==> config.mk <==
export PLATFORM = sky130hd
export DESIGN_NAME = issue_stage
export DESIGN_NICKNAME = d
export VERILOG_FILES = /design/src/issue_pkg.sv /design/src/dual_slot_fifo.sv /design/src/inst_predecode.sv /design/src/issue_picker.sv /design/src/issue_stage.sv
export VERILOG_INCLUDE_DIRS = /design/src /design/src/src
export SDC_FILE = /design/constraint.sdc
export NUM_CORES = 2
export LEC_CHECK = 0
export BUFFER_PORTS_ARGS = -buffer_cell sky130_fd_sc_hd__buf_2
export CORE_MARGIN = 2
export CORE_UTILIZATION = 50
export CTS_BUF_LIST = sky130_fd_sc_hd__clkbuf_8
export DETAILED_ROUTE_END_ITERATION = 10
export PLACE_DENSITY = 0.66
export SLEW_MARGIN = 20
export SYNTH_ARGS = -nofsm -noshare
export SYNTH_HDL_FRONTEND = slang
export SYNTH_HIERARCHICAL = 1
export SYNTH_SLANG_ARGS = --single-unit
==> constraint.sdc <==
create_clock -name clk -period 23.9 [get_ports clk]
set_input_delay 7.17 -clock clk [delete_from_list [all_inputs] [get_ports clk]]
set_output_delay 7.17 -clock clk [all_outputs]
set_load 0.005 [all_outputs]
==> src/issue_defs.svh <==
`ifndef ISSUE_DEFS_SVH
`define ISSUE_DEFS_SVH

//////////////////////////////////////////////////////////////////////
// issue buffer geometry
//////////////////////////////////////////////////////////////////////
`define ISSUE_DEPTH        16
`define ISSUE_PTR_W        4   // log2 of depth
`define ISSUE_FULL_MARGIN  8   // free entries kept for the fetch path

//////////////////////////////////////////////////////////////////////
// opcode values, instr[31:26]
//////////////////////////////////////////////////////////////////////
`define OPC_ALU_R   6'h01  // rd = rj op rk
`define OPC_ALU_I   6'h02  // rd = rj op imm
`define OPC_LOAD    6'h03
`define OPC_STORE   6'h04  // mem[rj + imm] = rd
`define OPC_BRANCH  6'h05  // compare rj with rd
`define OPC_CSR     6'h06

`endif

==> src/issue_pkg.sv <==
`default_nettype none

package issue_pkg;

    // coarse class of a decoded instruction, used by the issue rule
    typedef enum logic [2:0] {
        KIND_ALU     = 3'd0,
        KIND_LOAD    = 3'd1,
        KIND_STORE   = 3'd2,
        KIND_BRANCH  = 3'd3,
        KIND_CSR     = 3'd4,
        KIND_ILLEGAL = 3'd5
    } inst_kind_e;

    // one predecoded instruction as it sits in the issue buffer
    typedef struct packed {
        logic        valid;
        logic [31:0] pc;
        logic [31:0] instr;
        inst_kind_e  kind;
        logic [4:0]  rd;
        logic        rf_we;       // never set for rd 0
        logic [4:0]  rf_raddr1;
        logic [4:0]  rf_raddr2;
        logic        uses_r2;     // second read port really used
        logic [13:0] csr_addr;
        logic [11:0] imm;
    } decoded_inst_t;

endpackage

`default_nettype wire

==> src/dual_slot_fifo.sv <==
`timescale 1ns/100ps
`default_nettype none
`include "issue_defs.svh"

module dual_slot_fifo #(
    parameter type T = issue_pkg::decoded_inst_t
) (
    input  wire logic       clk,
    input  wire logic       rstn,
    input  wire logic       i_flush,

    input  wire T           i_data1,
    input  wire T           i_data2,
    input  wire logic [1:0] i_push_count,  // 0, 1 or 2 new entries
    input  wire logic [1:0] i_pop_count,   // entries leaving at the head

    output T                o_head1,
    output T                o_head2,
    output logic [1:0]      o_head_valid,  // 00 empty, 10 one, 11 two or more
    output logic            o_full
);

    localparam int DEPTH = `ISSUE_DEPTH;
    localparam int PTR_W = `ISSUE_PTR_W;
    localparam int OCC_W = PTR_W + 1;  // occupancy reaches DEPTH itself

    localparam logic [OCC_W-1:0] FULL_LEVEL = OCC_W'(DEPTH - `ISSUE_FULL_MARGIN);

    T mem [DEPTH];

    logic [PTR_W-1:0] wr_ptr;
    logic [PTR_W-1:0] rd_ptr;
    logic [PTR_W-1:0] wr_ptr_plus1;
    logic [PTR_W-1:0] rd_ptr_plus1;
    logic [PTR_W-1:0] wr_ptr_next;
    logic [PTR_W-1:0] rd_ptr_next;

    logic [OCC_W-1:0] occ;
    logic [OCC_W-1:0] occ_after_pop;
    logic [OCC_W-1:0] occ_next;
    logic [1:0]       head_valid_next;

    //////////////////////////////////////////////////////////////////////
    // pointer and occupancy arithmetic
    //////////////////////////////////////////////////////////////////////

    // depth is a power of two, so pointers wrap on their own
    assign wr_ptr_plus1 = wr_ptr + PTR_W'(1);
    assign rd_ptr_plus1 = rd_ptr + PTR_W'(1);
    assign wr_ptr_next  = wr_ptr + PTR_W'(i_push_count);
    assign rd_ptr_next  = rd_ptr + PTR_W'(i_pop_count);

    // pop count comes from the picker and never exceeds the head code
    assign occ_after_pop = occ - OCC_W'(i_pop_count);
    assign occ_next      = occ_after_pop + OCC_W'(i_push_count);

    always_comb begin
        case (occ_next)
            OCC_W'(0): head_valid_next = 2'b00;
            OCC_W'(1): head_valid_next = 2'b10;
            default:   head_valid_next = 2'b11;
        endcase
    end

    //////////////////////////////////////////////////////////////////////
    // storage
    //////////////////////////////////////////////////////////////////////

    always_ff @(posedge clk) begin
        if (!i_flush) begin  // pushes in a flush cycle are dropped
            if (i_push_count != 2'd0) begin
                mem[wr_ptr] <= i_data1;
            end
            if (i_push_count == 2'd2) begin
                mem[wr_ptr_plus1] <= i_data2;
            end
        end
    end

    //////////////////////////////////////////////////////////////////////
    // control state
    //////////////////////////////////////////////////////////////////////

    always_ff @(posedge clk) begin
        if (!rstn || i_flush) begin
            wr_ptr       <= '0;
            rd_ptr       <= '0;
            occ          <= '0;
            o_head_valid <= 2'b00;
            o_full       <= 1'b0;
        end else begin
            wr_ptr       <= wr_ptr_next;
            rd_ptr       <= rd_ptr_next;
            occ          <= occ_next;
            o_head_valid <= head_valid_next;
            // margin check ignores this cycle's pushes, as fetch already has them in flight
            o_full       <= (occ_after_pop >= FULL_LEVEL);
        end
    end

    // two oldest entries straight from the array
    assign o_head1 = mem[rd_ptr];
    assign o_head2 = mem[rd_ptr_plus1];

endmodule

`default_nettype wire

==> src/inst_predecode.sv <==
`timescale 1ns/100ps
`default_nettype none
`include "issue_defs.svh"

module inst_predecode (
    input  wire logic                    i_valid,
    input  wire logic [31:0]             i_instr,
    input  wire logic [31:0]             i_pc,
    output issue_pkg::decoded_inst_t     o_inst
);

    logic [5:0]  opcode;
    logic [4:0]  f_rd;
    logic [4:0]  f_rj;
    logic [4:0]  f_rk;
    logic [13:0] f_csr;

    // raw instruction fields
    assign opcode = i_instr[31:26];
    assign f_rd   = i_instr[4:0];
    assign f_rj   = i_instr[9:5];
    assign f_rk   = i_instr[14:10];
    assign f_csr  = i_instr[23:10];

    always_comb begin
        o_inst           = '0;
        o_inst.valid     = i_valid;
        o_inst.pc        = i_pc;
        o_inst.instr     = i_instr;
        o_inst.rd        = f_rd;
        o_inst.imm       = i_instr[21:10];  // overlaps rk, only meaningful for I forms
        o_inst.kind      = issue_pkg::KIND_ILLEGAL;

        case (opcode)
            `OPC_ALU_R: begin
                o_inst.kind      = issue_pkg::KIND_ALU;
                o_inst.rf_raddr1 = f_rj;
                o_inst.rf_raddr2 = f_rk;
                o_inst.uses_r2   = 1'b1;
                o_inst.rf_we     = 1'b1;
            end
            `OPC_ALU_I: begin
                o_inst.kind      = issue_pkg::KIND_ALU;
                o_inst.rf_raddr1 = f_rj;
                o_inst.rf_we     = 1'b1;
            end
            `OPC_LOAD: begin
                o_inst.kind      = issue_pkg::KIND_LOAD;
                o_inst.rf_raddr1 = f_rj;  // base
                o_inst.rf_we     = 1'b1;
            end
            `OPC_STORE: begin
                o_inst.kind      = issue_pkg::KIND_STORE;
                o_inst.rf_raddr1 = f_rj;  // base
                o_inst.rf_raddr2 = f_rd;  // store data
                o_inst.uses_r2   = 1'b1;
            end
            `OPC_BRANCH: begin
                o_inst.kind      = issue_pkg::KIND_BRANCH;
                o_inst.rf_raddr1 = f_rj;
                o_inst.rf_raddr2 = f_rd;
                o_inst.uses_r2   = 1'b1;
            end
            `OPC_CSR: begin
                // csr exchange: old value to rd, rd written back to csr
                o_inst.kind      = issue_pkg::KIND_CSR;
                o_inst.rf_raddr1 = f_rd;
                o_inst.rf_we     = 1'b1;
                o_inst.csr_addr  = f_csr;
            end
            default: begin
                // unknown opcode, no register use at all
                o_inst.kind      = issue_pkg::KIND_ILLEGAL;
            end
        endcase

        // r0 is hardwired, a write to it is no write
        if (f_rd == 5'd0) begin
            o_inst.rf_we = 1'b0;
        end
    end

endmodule

`default_nettype wire

==> src/issue_picker.sv <==
`timescale 1ns/100ps
`default_nettype none

module issue_picker (
    input  wire issue_pkg::decoded_inst_t i_head1,
    input  wire issue_pkg::decoded_inst_t i_head2,
    input  wire logic [1:0]               i_head_valid,

    input  wire logic                     i_stall_mem,
    input  wire logic                     i_stall_ex,
    input  wire logic                     i_flush,

    output logic [1:0]                    o_pop_count,
    output issue_pkg::decoded_inst_t      o_issue1,
    output issue_pkg::decoded_inst_t      o_issue2,

    output logic [4:0]                    o_a_raddr1,
    output logic [4:0]                    o_a_raddr2,
    output logic [4:0]                    o_b_raddr1,
    output logic [4:0]                    o_b_raddr2,
    output logic [13:0]                   o_csr_raddr1,
    output logic [13:0]                   o_csr_raddr2
);

    logic stall;
    logic raw_hazard;
    logic mem_pair;
    logic serialize;
    logic dual_ok;
    logic issue_a;
    logic issue_b;

    assign stall = i_stall_mem | i_stall_ex;

    //////////////////////////////////////////////////////////////////////
    // pairing hazards between head 1 and head 2
    //////////////////////////////////////////////////////////////////////

    // head 2 reads what head 1 is about to write
    assign raw_hazard = i_head1.rf_we && (i_head1.rd != 5'd0) &&
                        ((i_head2.rf_raddr1 == i_head1.rd) ||
                         (i_head2.uses_r2 && (i_head2.rf_raddr2 == i_head1.rd)));

    // only one memory port downstream
    assign mem_pair = ((i_head1.kind == issue_pkg::KIND_LOAD) ||
                       (i_head1.kind == issue_pkg::KIND_STORE)) &&
                      ((i_head2.kind == issue_pkg::KIND_LOAD) ||
                       (i_head2.kind == issue_pkg::KIND_STORE));

    // csr and branch always go alone
    assign serialize = (i_head1.kind == issue_pkg::KIND_CSR) ||
                       (i_head1.kind == issue_pkg::KIND_BRANCH) ||
                       (i_head2.kind == issue_pkg::KIND_CSR) ||
                       (i_head2.kind == issue_pkg::KIND_BRANCH);

    assign dual_ok = i_head_valid[0] && !raw_hazard && !mem_pair && !serialize;

    always_comb begin
        if (i_flush || stall || !i_head_valid[1]) begin
            o_pop_count = 2'd0;
        end else if (dual_ok) begin
            o_pop_count = 2'd2;
        end else begin
            o_pop_count = 2'd1;
        end
    end

    assign issue_a = (o_pop_count != 2'd0);
    assign issue_b = (o_pop_count == 2'd2);

    //////////////////////////////////////////////////////////////////////
    // issue records and read addresses
    //////////////////////////////////////////////////////////////////////

    always_comb begin
        o_issue1       = i_head1;
        o_issue1.valid = issue_a;
        o_issue2       = issue_b ? i_head2 : '0;  // idle slot b is all zero
        o_issue2.valid = issue_b;
    end

    // slot a reads ahead even when it does not issue
    assign o_a_raddr1   = i_head1.rf_raddr1;
    assign o_a_raddr2   = i_head1.rf_raddr2;
    assign o_csr_raddr1 = i_head1.csr_addr;

    assign o_b_raddr1   = issue_b ? i_head2.rf_raddr1 : 5'd0;
    assign o_b_raddr2   = issue_b ? i_head2.rf_raddr2 : 5'd0;
    assign o_csr_raddr2 = issue_b ? i_head2.csr_addr  : 14'd0;

endmodule

`default_nettype wire

==> src/issue_stage.sv <==
`timescale 1ns/100ps
`default_nettype none

module issue_stage (
    input  wire logic                clk,
    input  wire logic                rstn,

    // fetch slots, slot 2 only together with slot 1
    input  wire logic                i_valid1,
    input  wire logic [31:0]         i_instr1,
    input  wire logic [31:0]         i_pc1,
    input  wire logic                i_valid2,
    input  wire logic [31:0]         i_instr2,
    input  wire logic [31:0]         i_pc2,

    input  wire logic                i_flush,
    input  wire logic                i_stall_mem,
    input  wire logic                i_stall_ex,

    output logic [1:0]               o_issue_count,
    output issue_pkg::decoded_inst_t o_issue1,
    output issue_pkg::decoded_inst_t o_issue2,

    output logic [4:0]               o_a_raddr1,
    output logic [4:0]               o_a_raddr2,
    output logic [4:0]               o_b_raddr1,
    output logic [4:0]               o_b_raddr2,
    output logic [13:0]              o_csr_raddr1,
    output logic [13:0]              o_csr_raddr2,

    output logic                     o_full
);

    issue_pkg::decoded_inst_t inst1;
    issue_pkg::decoded_inst_t inst2;
    issue_pkg::decoded_inst_t head1;
    issue_pkg::decoded_inst_t head2;
    logic [1:0]               head_valid;
    logic [1:0]               push_count;
    logic [1:0]               pop_count;

    inst_predecode u_predecode1 (
        .i_valid (i_valid1),
        .i_instr (i_instr1),
        .i_pc    (i_pc1),
        .o_inst  (inst1)
    );

    inst_predecode u_predecode2 (
        .i_valid (i_valid2),
        .i_instr (i_instr2),
        .i_pc    (i_pc2),
        .o_inst  (inst2)
    );

    // buffer sees a count, not the record valid bits
    assign push_count = i_valid1 ? (i_valid2 ? 2'd2 : 2'd1) : 2'd0;

    dual_slot_fifo #(
        .T (issue_pkg::decoded_inst_t)
    ) u_fifo (
        .clk          (clk),
        .rstn         (rstn),
        .i_flush      (i_flush),
        .i_data1      (inst1),
        .i_data2      (inst2),
        .i_push_count (push_count),
        .i_pop_count  (pop_count),
        .o_head1      (head1),
        .o_head2      (head2),
        .o_head_valid (head_valid),
        .o_full       (o_full)
    );

    issue_picker u_picker (
        .i_head1      (head1),
        .i_head2      (head2),
        .i_head_valid (head_valid),
        .i_stall_mem  (i_stall_mem),
        .i_stall_ex   (i_stall_ex),
        .i_flush      (i_flush),
        .o_pop_count  (pop_count),
        .o_issue1     (o_issue1),
        .o_issue2     (o_issue2),
        .o_a_raddr1   (o_a_raddr1),
        .o_a_raddr2   (o_a_raddr2),
        .o_b_raddr1   (o_b_raddr1),
        .o_b_raddr2   (o_b_raddr2),
        .o_csr_raddr1 (o_csr_raddr1),
        .o_csr_raddr2 (o_csr_raddr2)
    );

    assign o_issue_count = pop_count;  // what leaves the buffer is what issues

endmodule

`default_nettype wire

==> results.yml <==
outcome:
  status: "completed"
sta:
  rsz0062_at_grt: "no"
  fmax_mhz: 59.83
  post-route-min-period_ns: 16.72
  finClkSkew_ns: 0.06400
  worstMarginPinSlew_ns: 1.215
  setup_viol: 0
  slew_headroom_pct: 19.02
  slew_viol_final: 0
  fin_ws_ns: 7.185
  hold_violations: 0
  fin_crit_sh_pct: 69.94
  fin_setup_tns_ns: 0
critical_path:
  path_max_fanout: 64
  cp-start-kind: "input pin"
  crit_required_ns: 16.73
  crit_arrival_ns: 9.55
  end_kind: "output pin"
  critPathKind: "input pin to output pin"
floorplan:
  core_area_sq_um: 214600
  rows: 170
  initial_core_util_pct: 50.26
  die_y_um: 468.5
  io_pins: 408
  die-area_sq_um: 219500
  die_w_um: 468.5
detailed_routing:
  via_count: 66090
  dr.pass1.iters: 6
  vias_per_cell: 6.990
  wl_um: 357500
  wl_per_cell_um: 37.81
  detail-route-antenna-nets: 0
  drt_iter0_markers: 7972
  drc: 0
clock_network:
  clock_sinks: 1776
  postCtsResizedCells: 0
  clock_path_buffers: 4
  cts_setup_buffers: 0
  clk_latency_ns: 1.08
  htreeDepth: 5
  cts-root-buf: "clkbuf_8"
  clkTransAtPathRegs_ns: 0.06
  cts-hold-fix-buffers: 0
  cts_tree: "built"
  numCtsBuffers: 332
flow_run:
  drv_cap: 0
finish:
  area_growth_pct: 6.618
  nNetsFinal: 6528
  fillers: 17230
  drive_above_1_share_pct: 57.15
placement:
  port_buffers: 407
  post-place-ws_ns: 7.178
  place_hpwl_um: 190300
  place_congestion: 0.8211
yosys:
  synth_nets: 6716
  avgSynthCellArea_sq_um: 16.42
  synthesis.area_sq_um: 107900
  syn-instance-count: 6568
  ys_warn_count: 6
power:
  p_leak_nw: 36.67
  power.density_nw_per_um2: 56.46
  peakVddDrop_mv: 0.05751
  power.total_mw: 6.493
grt:
  antenna_found_initial: 60
  grt_remaining_overflow: 0
  grt_pass1_wl_um: 505100
  grt_usage_pct: 32.38
  grt_max_degree: 139
  first_global_vias: 67030
worst_hold_path:
  hold_class: "flip-flop to flip-flop"
==> flip-flops by register name (all words and copies together) (netlist names) <==
register             cells
u_fifo/mem            1760
u_fifo/wr_ptr            4
u_fifo/occ               5
u_fifo/o_full            1
u_fifo/o_head_valid      2
u_fifo/rd_ptr            4
==> per-layer routing <==
| metal | track usage, % | vias up | wire (um) |
|---|---|---|---|
| met4 | 13.53 | 40 | 15780 |
| met1 | 43.04 | 35280 | 137100 |
| met2 | 52.30 | 3864 | 171300 |
| met5 | 0 | - | 266 |
| li1 | - | 26040 | - |
| met3 | 6.334 | 857 | 33060 |
==> final cells by class <==
type / instances / area (sq um) / area share, %
Sequential cell: 1776 / 53190 / 46.25
Multi-Input combinational cell: 3694 / 48960 / 42.57
Clock buffer: 342 / 4707 / 4.093
Tap cell: 2838 / 3551 / 3.088
Timing Repair Buffer: 560 / 3526 / 3.066
Clock inverter: 200 / 927.1 / 0.8062
Inverter: 16 / 72.57 / 0.06311
Antenna cell: 28 / 70.07 / 0.06093
==> final timing paths <==
| kind | startpoint | to | slack, ns | cells past startpoint |
|---|---|---|---|---|
| worst max-delay path | i_flush | o_issue2[77] | 7.18 | 7 |
| worst min-delay path | u_fifo/occ[4] | u_fifo/o_head_valid[0] | 0.65 | 2 |
| worst max register to register | u_fifo/rd_ptr[1] | u_fifo/o_head_valid[1] | 14.93 | 22 |
| worst min register to register | u_fifo/occ[4] | u_fifo/o_head_valid[0] | 0.65 | 2 |
==> cells in the final DEF (no fill, tap or decap), types with 12 or more instances in the layout <==
master    instances
edfxtp_1       1760
mux2_2         1664
mux4_2          990
buf_2           407
clkbuf_8        342
nand2_1         217
a211oi_1        131
buf_4           127
inv_1           116
mux2_1           96
a211oi_2         89
a21oi_1          72
and2_1           69
mux2i_1          66
clkinv_1         63
nor2b_1          49
a31oi_1          45
diode_2          28
clkinv_2         27
nor2_1           24
buf_12           24
and2_2           23
nor2_4           16
xnor2_1          15
dfxtp_1          12
==> worst max-delay path, stage by stage <==
cell      delay, ns
buf_2          0.15
or4b_4         0.64
inv_8          0.38
buf_4          0.54
nand2_1        0.16
a211oi_2       0.18
buf_2          0.15
==> stage by stage <==
step           instances  util (%)  area, sq um  hold slack, ns
6_report            9454     53.58       115000          0.6487
5_1_grt             9441     53.57       115000          0.6768
4_1_cts             9426     53.55       114900          0.6477
3_5_place_dp        8884     50.92       109300          0.6252
3_3_place_gp        8882     50.90       109200          0.6066
2_1_floorplan       6568         -       107900          0.5768
==> where the power goes <==
part           internal (mW)  leakage [nW]  switching [mW]
Sequential              3.44          15.9         0.00912
Clock                   1.36          3.28            1.31
Combinational          0.160          17.5           0.216
Total                   4.96          36.7            1.53
(Power assumes the default switching activity.)
